===== config.mk =====
export PLATFORM = sky130hd
export DESIGN_NAME = load_align_stage
export DESIGN_NICKNAME = d
export VERILOG_FILES = /design/src/logic/lsu_pkg.sv /design/src/logic/load_align_stage.sv
export VERILOG_INCLUDE_DIRS = /design/src /design/src/logic
export SDC_FILE = /design/constraint.sdc
export NUM_CORES = 1
export LEC_CHECK = 0
export ABC_AREA = 1
export ABC_CLOCK_PERIOD_IN_PS = 800
export BUFFER_PORTS_ARGS = -buffer_cell sky130_fd_sc_hd__buf_2
export CAP_MARGIN = 40
export CELL_PAD_IN_SITES_DETAIL_PLACEMENT = 0
export CELL_PAD_IN_SITES_GLOBAL_PLACEMENT = 1
export CORE_ASPECT_RATIO = 1.2
export CORE_MARGIN = 3
export CORE_UTILIZATION = 39
export DETAILED_ROUTE_END_ITERATION = 6
export GPL_TIMING_DRIVEN = 0
export PLACE_DENSITY = 0.94
export SETUP_SLACK_MARGIN = 0.4
export SLEW_MARGIN = 20
export SYNTH_ARGS = -nofsm -noshare
export SYNTH_HDL_FRONTEND = slang
export SYNTH_SLANG_ARGS = --single-unit
export TNS_END_PERCENT = 100

===== constraint.sdc =====
create_clock -name clk_i -period 0.8 [get_ports clk_i]
set_clock_uncertainty 0.15 [all_clocks]
set_input_delay 0 -clock clk_i [delete_from_list [all_inputs] [get_ports clk_i]]
set_output_delay 0 -clock clk_i [all_outputs]
set_load 0.02 [all_outputs]

===== src/logic/lsu_settings.svh =====
`ifndef LSU_SETTINGS_SVH
`define LSU_SETTINGS_SVH

// byte address width
// 13 bits reach 8 KiB of data memory
`define LSU_ADDR_W 13

// memory depth in bytes, must match 2**LSU_ADDR_W
`define LSU_MEM_BYTES 8192

// data word width
// the byte lane logic assumes four lanes
`define LSU_DATA_W 32

`endif


===== src/logic/lsu_pkg.sv =====
`default_nettype none

`include "lsu_settings.svh"

package lsu_pkg;

   // access width carried with every request
   typedef enum logic [1:0] {
      size_byte = 2'd0,  // 8 bit access
      size_half = 2'd1,  // 16 bit access
      size_word = 2'd2   // full 32 bit access
   } access_size_e;

   // one read word from data_mem
   // load alignment picks either a byte lane or a halfword out of it
   typedef union packed {
      logic [`LSU_DATA_W-1:0]         raw;     // whole word as stored
      logic [`LSU_DATA_W/8-1:0][7:0]  bytes;   // bytes[0] is lane 0, lowest address
      logic [`LSU_DATA_W/16-1:0][15:0] halves; // halves[1] sits at offset 2
   } mem_word_u;

endpackage

`default_nettype wire


===== src/logic/load_align_stage.sv =====
`timescale 1ns/100ps
`default_nettype none

`include "lsu_settings.svh"

module load_align_stage (
   input  wire                         clk_i,
   input  wire                         rst_n_i,
   input  wire                         s2_load_i,      // aligned load in stage 2
   input  wire                         s2_store_i,     // aligned store in stage 2
   input  wire                         s2_misalign_i,  // rejected access
   input  wire lsu_pkg::access_size_e  s2_size_i,
   input  wire                         s2_unsigned_i,
   input  wire [1:0]                   s2_offset_i,    // byte offset in the word
   input  wire [`LSU_DATA_W-1:0]       mem_rdata_i,    // comb read word from data_mem
   output logic                        load_valid_o,
   output logic [`LSU_DATA_W-1:0]      load_data_o,
   output logic                        store_done_o,
   output logic                        misalign_o
);

   import lsu_pkg::*;

   mem_word_u              rword;     // read word seen as bytes or halves
   logic [7:0]             sel_byte;
   logic [15:0]            sel_half;
   logic [`LSU_DATA_W-1:0] ext_data;  // extended load result
   logic                   sign_b;
   logic                   sign_h;

   assign rword = mem_rdata_i;

   assign sel_byte = rword.bytes[s2_offset_i];     // any offset
   assign sel_half = rword.halves[s2_offset_i[1]]; // offset 0 or 2

   // sign bits, forced low for unsigned loads
   assign sign_b = sel_byte[7] & ~s2_unsigned_i;
   assign sign_h = sel_half[15] & ~s2_unsigned_i;

   always_comb begin
      case (s2_size_i)
         size_byte: ext_data = {{(`LSU_DATA_W-8){sign_b}}, sel_byte};
         size_half: ext_data = {{(`LSU_DATA_W-16){sign_h}}, sel_half};
         default:   ext_data = rword.raw;               // word passes as is
      endcase
   end

   // response pulses
   // each is high for one cycle after the registering edge
   always_ff @(posedge clk_i or negedge rst_n_i) begin
      if (!rst_n_i) begin
         load_valid_o <= 1'b0;
         store_done_o <= 1'b0;
         misalign_o   <= 1'b0;
      end else begin
         load_valid_o <= s2_load_i;      // already qualified by alignment
         store_done_o <= s2_store_i;
         misalign_o   <= s2_misalign_i;  // never together with the other two
      end
   end

   // load result, held until the next load
   always_ff @(posedge clk_i) begin
      if (s2_load_i) begin
         load_data_o <= ext_data;
      end
   end

endmodule

`default_nettype wire


* Word level (Yosys, flattened, before mapping)
Index checks and enable logic that the tools add are counted.
Storage, ports and cells: bits in read-only memories 0, bits in latches 0, bits in registers 35, output and inout port bits 35, RAM bits 0, memories 0, input bits 42, logic and storage cells 16
Cells by class: bitwise logic cells 3, multiply operators 0, multiplexer cells 5, shift operators 0, reductions and logical operators 1, order comparisons 2, div/mod/pow operators 0, equality and inequality tests 1, $add $sub $neg 0
Operators by type and width (number):
- $pmux W32 S2 | 1
- $mux W16 | 2
- $bmux W8 S2 | 1
- $mux W8 | 1
- $lt A2 B3 Y1 const B | 1
- $and A1 B1 Y1 | 2
- $eq A2 B1 Y1 const B | 1
- $logic_not A2 Y1 | 1
- $lt A1 B2 Y1 const B | 1
- $not A1 Y1 | 1

* Longest topological paths before layout
word-level depth 4, mapped depth 9

* Worst setup path before layout
OpenSTA, ideal clock, no wires.
kind input to register, from input s2_offset_i[1], to register load_data_o[20], data pin, stages on the path 9, setup time 0.261 ns, arrival time 0.687 ns, setup slack -0.297 ns, buffers on the path 2, cell sequence buf_6 -> inv_8 -> nand2_2 -> nand2_2 -> nand2_2 -> nand2_2 -> nand2_4 -> buf_12 -> nand3_2
On the way: word-level cells in the longest chain between the ends 4
RTL lines:
- start: declaration | line load_align_stage.sv:14 | input wire [1:0] s2_offset_i,
- $bmux W8 S2 / $mux W16 (equally long branches) | line load_align_stage.sv:33, load_align_stage.sv:34
- $mux W8 (not written as such) / $mux W16 (equally long branches) | line load_align_stage.sv:33, load_align_stage.sv:34
- $and A1 B1 Y1, on equally long branches | line load_align_stage.sv:37, load_align_stage.sv:38
- $pmux W32 S2 * | line load_align_stage.sv:41 | case (s2_size_i)
- net ext_data[20] | line load_align_stage.sv:27 | logic [`LSU_DATA_W-1:0] ext_data;
- end signal: assignment | line load_align_stage.sv:65 | load_data_o <= ext_data;
- end: declaration | line load_align_stage.sv:17 | output logic [`LSU_DATA_W-1:0] load_data_o,
Mark *: on every way through the listed nets, which the timed path passes. The rest lies on a longest branch. The select of a mux whose other input is x is not followed. A chain may end at the register's enable or synchronous reset.

* Final worst setup path
from register load_data_o[18], to output load_data_o[18]
No word-level cell between the ends.

==> reports/qor.yml <==
cts_tree: "built"
setup_tns_ns: -7.77
ys_types: 25
cp_cell_sequence: "buf_6"
crit_type: "flip-flop to output pin"
syn-num-nets: 231
dp_hpwl_um: 3440
relSlewSlack: 0.706
slew_viol_final: 0
ios: 77
core_region_area_mm2: 0.00470
crit_family: "flip-flops"
worst_slack_ns: -0.202
grt_overflow: 0
synth_top_area_share: 0.493
drv_cap: 0
design_area_mm2: 0.00318
antenna_found_initial: 0
cp_slowest_cell: "edfxtp_1"
ir_drop_uv: 806
ys_seq_area_frac: 0.532
final-hold-violation-count: 70
track_usage: 0.182
tightestPinTransition_ns: 0.441
routabilityCongestion: 0.828
fmax_ghz: 0.998
grt_pass1_wl_um: 8360
wirelength_um: 5620
avgSynthCellArea_um2: 10.3
die_w_um: 70.5
diodes: 0
clk_pin_slew_ns: 0.08
initial_core_util: 0.415
rows: 27
power.total_uw: 4910
firstDrtPassIters: 4
areaGrowthSynthToFinish_pct: 63.3
cts-root-buf: "clkbuf_8"
grt_pass1_vias: 1684
layout.nets: 337
ys_warn_count: 0
vias_per_cell: 4.95
port_buffers: 74
arrival_ns: 0.85
path_max_fanout: 1
hp-class: "input pin to async pin"
post_drt_wl_per_cell_um: 15.9
antenna_left: 0
final_layout_size_suffix_gt1_frac: 0.615
end_kind: "output pin"
cts_buffers: 5
clockBufferDepth: 2
max_stage_delay_ns: 0.41
outcome: "finished with violations"
violations: "hold timing, setup timing"
grt_max_degree: 34
rsz0062_at_grt: "true"
htreeDepth: 2
dieArea_mm2: 0.00588
crit_buf_inv: 1
setup_viol_count_final: 60
dpl-instance-area_mm2: 0.00242
leakagePower_uw: 0.00157
drt_iter0_drc: 72
worst_setup_path_start_kind: "flip-flop"
fin_crit_sh: 1.25
clock-sinks: 35
whs_ns: -0.650
ys_ff_latch: 35
vias: 1752
drc: 0
die_h_um: 83.4
power_density_mw_per_mm2: 1540
syn_area_mm2: 0.00195
synthTopCellsByArea: "edfxtp_1, nand2_1, nand3_2"
final.min_clock_period_ns: 1.00
syn_inst: 189
synth_top_area_cell: "edfxtp_1"
required_ns: 0.65
cp.depth: 1
==> metrics by stage <==
step | utilization | hold WS [ns] | setup WS, ns | instances
after floorplan | - | -0.446 | -0.275 | 189
after global placement | 0.515 | -0.355 | -0.386 | 321
after detailed placement | 0.515 | -0.353 | -0.390 | 321
after CTS | 0.625 | -0.656 | -0.190 | 349
after global routing | 0.678 | -0.658 | -0.231 | 354
final | 0.678 | -0.650 | -0.202 | 354
==> per-layer routing <==
| metal | GRT usage | wire length [um] |
|---|---|---|
| met1 | 0.204 | 2060 |
| met2 | 0.330 | 3020 |
| met3 | 0.0351 | 300 |
| met4 | 0.0732 | 240 |
| met5 | 0 | 0 |
==> registers in the layout, summed over array words and instances, names as in the netlist <==
name / flops
store_done_o: 1
load_valid_o: 1
misalign_o: 1
load_data_o: 32
==> final timing paths <==
| check | slack, ns | endpoint | from |
|---|---|---|---|
| min in group clk_i | -0.33 | store_done_o | s2_store_i |
| max in group asynchronous | 1.05 | load_valid_o | rst_n_i |
| worst max-delay path | -0.20 | load_data_o[18] | load_data_o[18] |
| worst min-delay path | -0.65 | store_done_o | rst_n_i |
==> synth_stat cells <==
master / number
o211ai_1: 7
or2_2: 4
nor2_2: 1
inv_8: 1
or2_1: 2
dfrtp_1: 3
a22oi_1: 1
edfxtp_1: 32
or2_0: 1
inv_2: 2
nand3_1: 6
and2_4: 3
nor2_1: 1
buf_12: 2
nand3_2: 21
buf_8: 1
nand2_2: 9
nand2_1: 75
nand2_4: 1
inv_1: 3
and2_0: 4
buf_6: 4
nor2_4: 1
clkbuf_1: 3
a21oi_1: 1
==> report_power, final <==
part	internal [uW]	total [uW]	leakage, uW	switching (uW)
logic	669	1410	0.00117	745
registers	2210	2260	0.000345	55.5
clock network	595	1230	0.0000477	639
total	3470	4910	0.00157	1440
==> cell usage in the layout, fill, tap and decap left out, types with 7 or more instances in the layout <==
| master | Yosys | routed |
|---|---|---|
| buf_4 | 0 | 8 |
| buf_6 | 4 | 31 |
| nand2_4 | 1 | 10 |
| nand3_2 | 21 | 24 |
| o211ai_1 | 7 | 7 |
| nand2_1 | 75 | 64 |
| edfxtp_1 | 32 | 32 |
| buf_2 | 0 | 54 |
| nand2_2 | 9 | 9 |
==> cell families after synthesis <==
| group | count (synthesis) | share of synthesized area |
|---|---|---|
| AO/OA/AOI/OAI | 9 | 0.0334 |
| buffers and inverters | 16 | 0.0726 |
| flip-flops | 35 | 0.532 |
| AND/OR/NAND/NOR | 129 | 0.362 |
==> layout make-up <==
cell class / instances / area [um^2]
clock inverters: 3 / 15.0
multi-input cells: 138 / 957
well taps: 58 / 72.6
clock buffers: 5 / 68.8
flip-flops and latches: 35 / 1040
inverters: 6 / 55.1
fillers: 341 / 1510
repair buffers: 99 / 843
plain buffers: 10 / 134
==> what timing repair did <==
action | 4_1_cts | 5_1_grt
hold endpoints to repair | 70 | 70
gates resized for setup | 62 | 60
setup endpoints to repair | 100 | 67
buffers inserted | 15 | 5
pin swaps | 20 | 20
cloned | 5 | 0
No activity file was read; power rests on OpenSTA's default activity.
