## src/logic/lsu_settings.svh

```systemverilog
`ifndef LSU_SETTINGS_SVH
`define LSU_SETTINGS_SVH

// byte address width
// 13 bits reach 8 KiB of data memory
`define LSU_ADDR_W 13

// memory depth in bytes, must match 2**LSU_ADDR_W
`define LSU_MEM_BYTES 8192

// data word width
// the byte lane logic assumes four lanes
`define LSU_DATA_W 32

`endif

```

## src/logic/lsu_pkg.sv

```systemverilog
`default_nettype none

`include "lsu_settings.svh"

package lsu_pkg;

   // access width carried with every request
   typedef enum logic [1:0] {
      size_byte = 2'd0,  // 8 bit access
      size_half = 2'd1,  // 16 bit access
      size_word = 2'd2   // full 32 bit access
   } access_size_e;

   // one read word from data_mem
   // load alignment picks either a byte lane or a halfword out of it
   typedef union packed {
      logic [`LSU_DATA_W-1:0]         raw;     // whole word as stored
      logic [`LSU_DATA_W/8-1:0][7:0]  bytes;   // bytes[0] is lane 0, lowest address
      logic [`LSU_DATA_W/16-1:0][15:0] halves; // halves[1] sits at offset 2
   } mem_word_u;

endpackage

`default_nettype wire

```

## src/logic/lsu_req_stage.sv

```systemverilog
`timescale 1ns/100ps
`default_nettype none

`include "lsu_settings.svh"

module lsu_req_stage (
   input  wire                          clk_i,
   input  wire                          rst_n_i,
   input  wire                          req_valid_i,    // one strobe per request
   input  wire                          req_store_i,    // 1 = store, 0 = load
   input  wire lsu_pkg::access_size_e   req_size_i,
   input  wire                          req_unsigned_i, // zero extend on loads
   input  wire [`LSU_ADDR_W-1:0]        req_addr_i,     // byte address
   input  wire [`LSU_DATA_W-1:0]        req_wdata_i,    // store data, right aligned
   output logic                         mem_write_o,
   output logic [`LSU_DATA_W/8-1:0]     mem_be_o,
   output logic [`LSU_ADDR_W-1:0]       mem_addr_o,
   output logic [`LSU_DATA_W-1:0]       mem_wdata_o,
   output logic                         s2_load_o,
   output logic                         s2_store_o,
   output logic                         s2_misalign_o,
   output lsu_pkg::access_size_e        s2_size_o,
   output logic                         s2_unsigned_o,
   output logic [1:0]                   s2_offset_o
);

   import lsu_pkg::*;

   localparam int LANES = `LSU_DATA_W / 8; // byte lanes per word

   logic                   misalign;  // access crosses its natural boundary
   logic [LANES-1:0]       be;        // lanes touched by this access
   logic [`LSU_DATA_W-1:0] lane_data; // store data copied onto its lanes
   logic                   do_load;
   logic                   do_store;

   // alignment check
   always_comb begin
      case (req_size_i)
         size_half: misalign = req_addr_i[0];
         size_word: misalign = |req_addr_i[1:0];
         default:   misalign = 1'b0;        // bytes never misalign
      endcase
   end

   // byte enables and lane replication
   // the memory only takes the lanes that are enabled so copying is enough
   always_comb begin
      case (req_size_i)
         size_byte: begin
            be        = {{(LANES-1){1'b0}}, 1'b1} << req_addr_i[1:0];
            lane_data = {LANES{req_wdata_i[7:0]}};
         end
         size_half: begin
            be        = {{(LANES-2){1'b0}}, 2'b11} << {req_addr_i[1], 1'b0};
            lane_data = {(LANES/2){req_wdata_i[15:0]}};
         end
         default: begin
            be        = '1;                  // whole word
            lane_data = req_wdata_i;
         end
      endcase
   end

   assign do_load  = req_valid_i & ~req_store_i & ~misalign;
   assign do_store = req_valid_i & req_store_i & ~misalign;

   // stage 2 control, cleared on reset
   always_ff @(posedge clk_i or negedge rst_n_i) begin
      if (!rst_n_i) begin
         mem_write_o   <= 1'b0;
         s2_load_o     <= 1'b0;
         s2_store_o    <= 1'b0;
         s2_misalign_o <= 1'b0;
         s2_size_o     <= size_byte;
         s2_unsigned_o <= 1'b0;
         s2_offset_o   <= 2'b00;
      end else begin
         mem_write_o   <= do_store;          // a misaligned store never writes
         s2_load_o     <= do_load;
         s2_store_o    <= do_store;
         s2_misalign_o <= req_valid_i & misalign;
         s2_size_o     <= req_size_i;
         s2_unsigned_o <= req_unsigned_i;
         s2_offset_o   <= req_addr_i[1:0];   // lane select for the align stage
      end
   end

   // stage 2 payload
   always_ff @(posedge clk_i) begin
      mem_be_o    <= be;
      mem_addr_o  <= {req_addr_i[`LSU_ADDR_W-1:2], 2'b00}; // word address
      mem_wdata_o <= lane_data;
   end

endmodule

`default_nettype wire

```

## config.mk

```make
export PLATFORM = sky130hd
export DESIGN_NAME = lsu_req_stage
export DESIGN_NICKNAME = d
export VERILOG_FILES = /design/src/logic/lsu_pkg.sv /design/src/logic/lsu_req_stage.sv
export VERILOG_INCLUDE_DIRS = /design/src /design/src/logic
export SDC_FILE = /design/constraint.sdc
export NUM_CORES = 1
export LEC_CHECK = 0
export ABC_AREA = 0
export BUFFER_PORTS_ARGS = -buffer_cell sky130_fd_sc_hd__buf_2
export CORE_AREA = 2 2 86 96
export CTS_CLUSTER_SIZE = 24
export DETAILED_ROUTE_END_ITERATION = 8
export DIE_AREA = 0 0 88 98
export GPL_TIMING_DRIVEN = 0
export HOLD_SLACK_MARGIN = 0.06
export SLEW_MARGIN = 0
export SYNTH_ARGS = -nofsm -noshare
export SYNTH_HDL_FRONTEND = slang
export SYNTH_SLANG_ARGS = --single-unit
```

## constraint.sdc

```tcl
create_clock -name clk_i -period 1.2 [get_ports clk_i]
set_clock_uncertainty 0.05 [all_clocks]
set_input_delay 0.12 -clock clk_i [delete_from_list [all_inputs] [get_ports clk_i]]
set_output_delay 0.12 -clock clk_i [all_outputs]
set_load 0.1 [all_outputs]
```

[Word-level counts from Yosys, hierarchy flattened]
Cells that the tools add are included.
Storage, ports and cells
  flip-flop bits (word level): 55
  input bits: 52
  output and inout bits: 58
  word-level logic and storage cells: 25
Cells by class
  eq/ne operators: 2
  shift-type cells: 2
  mux-type cells: 3
  bitwise logic cells: 7
  reductions and logical operators: 2
Operators with widths (count)
  $pmux 32 s2: 1
  $pmux 4 s2: 1
  $and 1x1->1: 5
  $shl 1x2->4 const A: 1
  $shl 2x2->4 const A: 1
  $eq 2x1->1 const B: 1
  $eq 2x2->1 const B: 1
  $logic_not 2->1: 1
  $not 1->1: 2
  $pmux 1 s2: 1
  $reduce_or 2->1: 1

[Logic depth before layout (Yosys ltp)]
  depth in word-level cells: 4
  gate-level depth with buffers: 6
  mapped depth without buffers: 4

[Worst setup path after synthesis]
OpenSTA, ideal clock, no wires.
  path type: flip-flop to output port
  start: reg s2_store_o
  end: out s2_store_o
  arrival time: 1.324 ns
  required time: 1.030 ns
  path slack: -0.294 ns
  cell stages (with the launch flop): 2
  buffers on the path: 1
  cell sequence: dfrtp_1 > buf_4
RTL lines
  start: declaration: line lsu_req_stage.sv:20  | output logic s2_store_o,
  start signal: assignment: line lsu_req_stage.sv:81  | s2_store_o <= do_store;
No word-level cell between the ends.

[Final worst setup path]
  start: reg s2_store_o
  end: out s2_store_o
No word-level cell between the ends.

==> flow_metrics.env <==
export IMPL_outcome="complete, but fails checks"
export IMPL_violations="setup timing"
export IMPL_ys_ff_latch=55
export IMPL_rsz0062_at_grt="yes"
export IMPL_grt_pass1_vias=1863
export IMPL_clk_path_buf_depth=2
export IMPL_crit_type="flop to output pin"
export IMPL_drt_pass1_iterations=4
export IMPL_hp_start="req_wdata_i[14]"
export IMPL_die_area_mm2=0.00862
export IMPL_place_gp_congestion=0.736
export IMPL_yosysMostFrequentCell="dfxtp_1"
export IMPL_ys_seq_area_share_pct=63.8
export IMPL_cap_violations=0
export IMPL_antenna_left=0
export IMPL_start_util_pct=23.2
export IMPL_synth_edff_count=0
export IMPL_die_w_um=88
export IMPL_endpoint_kind="output pin"
export IMPL_cts_max_level=2
export IMPL_regArea_mm2=0.00114
export IMPL_crit_family="flip-flops"
export IMPL_hold_depth=3
export IMPL_syn_inst=149
export IMPL_syn_avg_cell_area_um2=12.0
export IMPL_grt_start_max_net_pins=17
export IMPL_fmax_mhz=813
export IMPL_cp_max_fo=2
export IMPL_cts_inserted_buffers=5
export IMPL_cp_num_buf_inv=2
export IMPL_grt_pass1_wl_um=8910
export IMPL_grt_overflow_total=0
export IMPL_vdd_drop_max_uv=441
export IMPL_async_flop_share_pct=14.5
export IMPL_antenna_found_initial=0
export IMPL_synth_area_mm2=0.00179
export IMPL_drc_errors=0
export IMPL_synth_ff_type="dfxtp_1"
export IMPL_netlist_area_leader_share_pct=52.6
export IMPL_fin_util_pct=41.3
export IMPL_yosys_top_cells_count="47 x dfxtp_1, 8 x a22o_1, 8 x dfrtp_1, 8 x nor3_1"
export IMPL_routedWlPerCell_um=13.7
export IMPL_tritoncts="yes"
export IMPL_cp_required_ps=1030
export IMPL_fin_nets=363
export IMPL_drv_slew=0
export IMPL_synthTopCellsByArea="dfxtp_1 53%, dfrtp_1 11%, a22o_1 3.9%"
export IMPL_period_minus_slack_ps=1230
export IMPL_min_to="mem_wdata_o[14]"
export IMPL_pwr_density_cell_mw_per_mm2=1580
export IMPL_yosysUniqueCellTypes=35
export IMPL_start_kind="flop"
export IMPL_hpwlAfterDp_um=3740
export IMPL_grt_total_usage_pct=13.5
export IMPL_slowest_delay_ps=480
export IMPL_arrival_ps=1060
export IMPL_die_h_um=98
export IMPL_path_cells="buf_6, buf_12"
export IMPL_n_antenna_cell=0
export IMPL_ys_warn_count=0
export IMPL_setup_violations_final=1
export IMPL_core_area_mm2=0.00770
export IMPL_whs_ps=71.8
export IMPL_final_setup_worst_slack_ps=-30.2
export IMPL_routed_wl_um=5690
export IMPL_pin_count=110
export IMPL_min_path_type="primary input to flop"
export IMPL_critPathSlowestCell="dfrtp_4"
export IMPL_p_leak_uw=0.00150
export IMPL_area_growth_pct=77.9
export IMPL_vias=1749
export IMPL_clock_sinks=55
export IMPL_clk_pin_slew_worst_paths_ps=100
export IMPL_viasPerCell=4.20
export IMPL_timing_final_crit_share_pct=103
export IMPL_synth_area_leader_cell="dfxtp_1"
export IMPL_finalPower_uw=5040
export IMPL_cts_root_buf="clkbuf_8"
export IMPL_hold_violations=0
export IMPL_port_buffers=107
export IMPL_multi_input_area_um2=566
export IMPL_n_fill_cell=765
export IMPL_dr_first_iter_drc_count=47
export IMPL_rows=34
export IMPL_drive_above_1_share_pct=43.5
sequential cells by signal (all words and copies together), names as in the netlist:
signal	flops
s2_size_o	2
s2_load_o	1
mem_be_o	4
s2_unsigned_o	1
s2_store_o	1
s2_offset_o	2
s2_misalign_o	1
mem_wdata_o	32
mem_addr_o	11
tightest hold or removal path, delay by kind of cell:
kind | cells | cell delay (ps)
buffers and inverters | 1 | 100
AO/OA/AOI/OAI | 2 | 170
power breakdown:
part           switching [uW]  leakage [uW]  total, uW  internal [uW]
sequential               39.3      0.000492       2010           1970
clock                     592     0.0000612       1270            676
combinational            1320      0.000945       1760            440
logic make-up (layout without fill, tap and decap cells):
family,after synthesis,count (layout),synth area share [%]
AO/OA/AOI/OAI,53,53,21.6
other,1,2,0.210
AND/OR/NAND/NOR,20,20,6.44
buffers and inverters,16,174,5.18
flip-flops,55,55,63.8
adder cells (fa/ha/maj),4,4,2.80
metrics by stage:
stage	worst slack, ps	TNS, ps	area (um^2)	std cells
4_1_cts	-45.8	-54.9	3170	416
3_3_place_gp	-227	-4610	2470	365
5_1_grt	-77.6	-115	3180	416
3_5_place_dp	-259	-5310	2470	365
2_1_floorplan	74.3	0	1800	150
6_report	-30.2	-30.2	3180	416
how the worst max path moves through the flow:
stage	from	to	slack [ps]	cells after the start
2_1_floorplan	req_size_i[0]	mem_wdata_o[31]	70	6
3_3_place_gp	req_size_i[0]	mem_wdata_o[8]	-230	7
3_5_place_dp	req_size_i[0]	mem_wdata_o[9]	-260	7
4_1_cts	s2_store_o	s2_store_o	-50	2
5_1_grt	s2_store_o	s2_store_o	-80	2
6_report	s2_store_o	s2_store_o	-30	2
routing by layer:
layer | vias to the layer above | track usage [%] | wire (um)
li1 | 846 | - | -
met1 | 830 | 14.2 | 2230
met2 | 64 | 24.9 | 2990
met3 | 9 | 3.21 | 363
met4 | 0 | 5.56 | 108
met5 | - | 0 | 0
cells in the final DEF, fill, tap and decap left out, drive strengths merged:
| cell | instances |
|---|---|
| a211oi | 7 |
| a21boi | 7 |
| a21o | 1 |
| a21oi | 7 |
| a22o | 8 |
| a22oi | 1 |
| a32oi | 1 |
| and3 | 1 |
| buf | 118 |
| bufinv | 1 |
| clkbuf | 6 |
| clkinv | 1 |
| conb | 2 |
| dfrtp | 8 |
| dfxtp | 47 |
| dlygate4sd3 | 43 |
| ha | 4 |
| inv | 5 |
| nand2 | 2 |
| nand2b | 1 |
| nand3 | 1 |
| nor2 | 2 |
| nor2b | 3 |
| nor3 | 8 |
| nor4b | 1 |
| o211a | 1 |
| o211ai | 1 |
| o21a | 1 |
| o21ai | 4 |
| o21bai | 7 |
| o22ai | 7 |
| or2 | 1 |
final cells by class:
cell class / count / area share, %
plain buffers: 11 / 2.52
inverters: 5 / 0.590
multi-input cells: 79 / 17.8
flip-flops and latches: 55 / 36.0
clock buffers: 6 / 2.60
well taps: 108 / 4.25
clock inverters: 2 / 1.10
repair buffers: 150 / 35.2
repair_timing:
item / in CTS / in global routing
endpoints found under the setup margin: 56 / 8
buffers inserted: 0 / 0
hold buffers: 43 / 0
hold endpoints to repair: 53 / 0
gates resized for setup: 60 / 4
No activity file was read; power rests on OpenSTA's default activity.
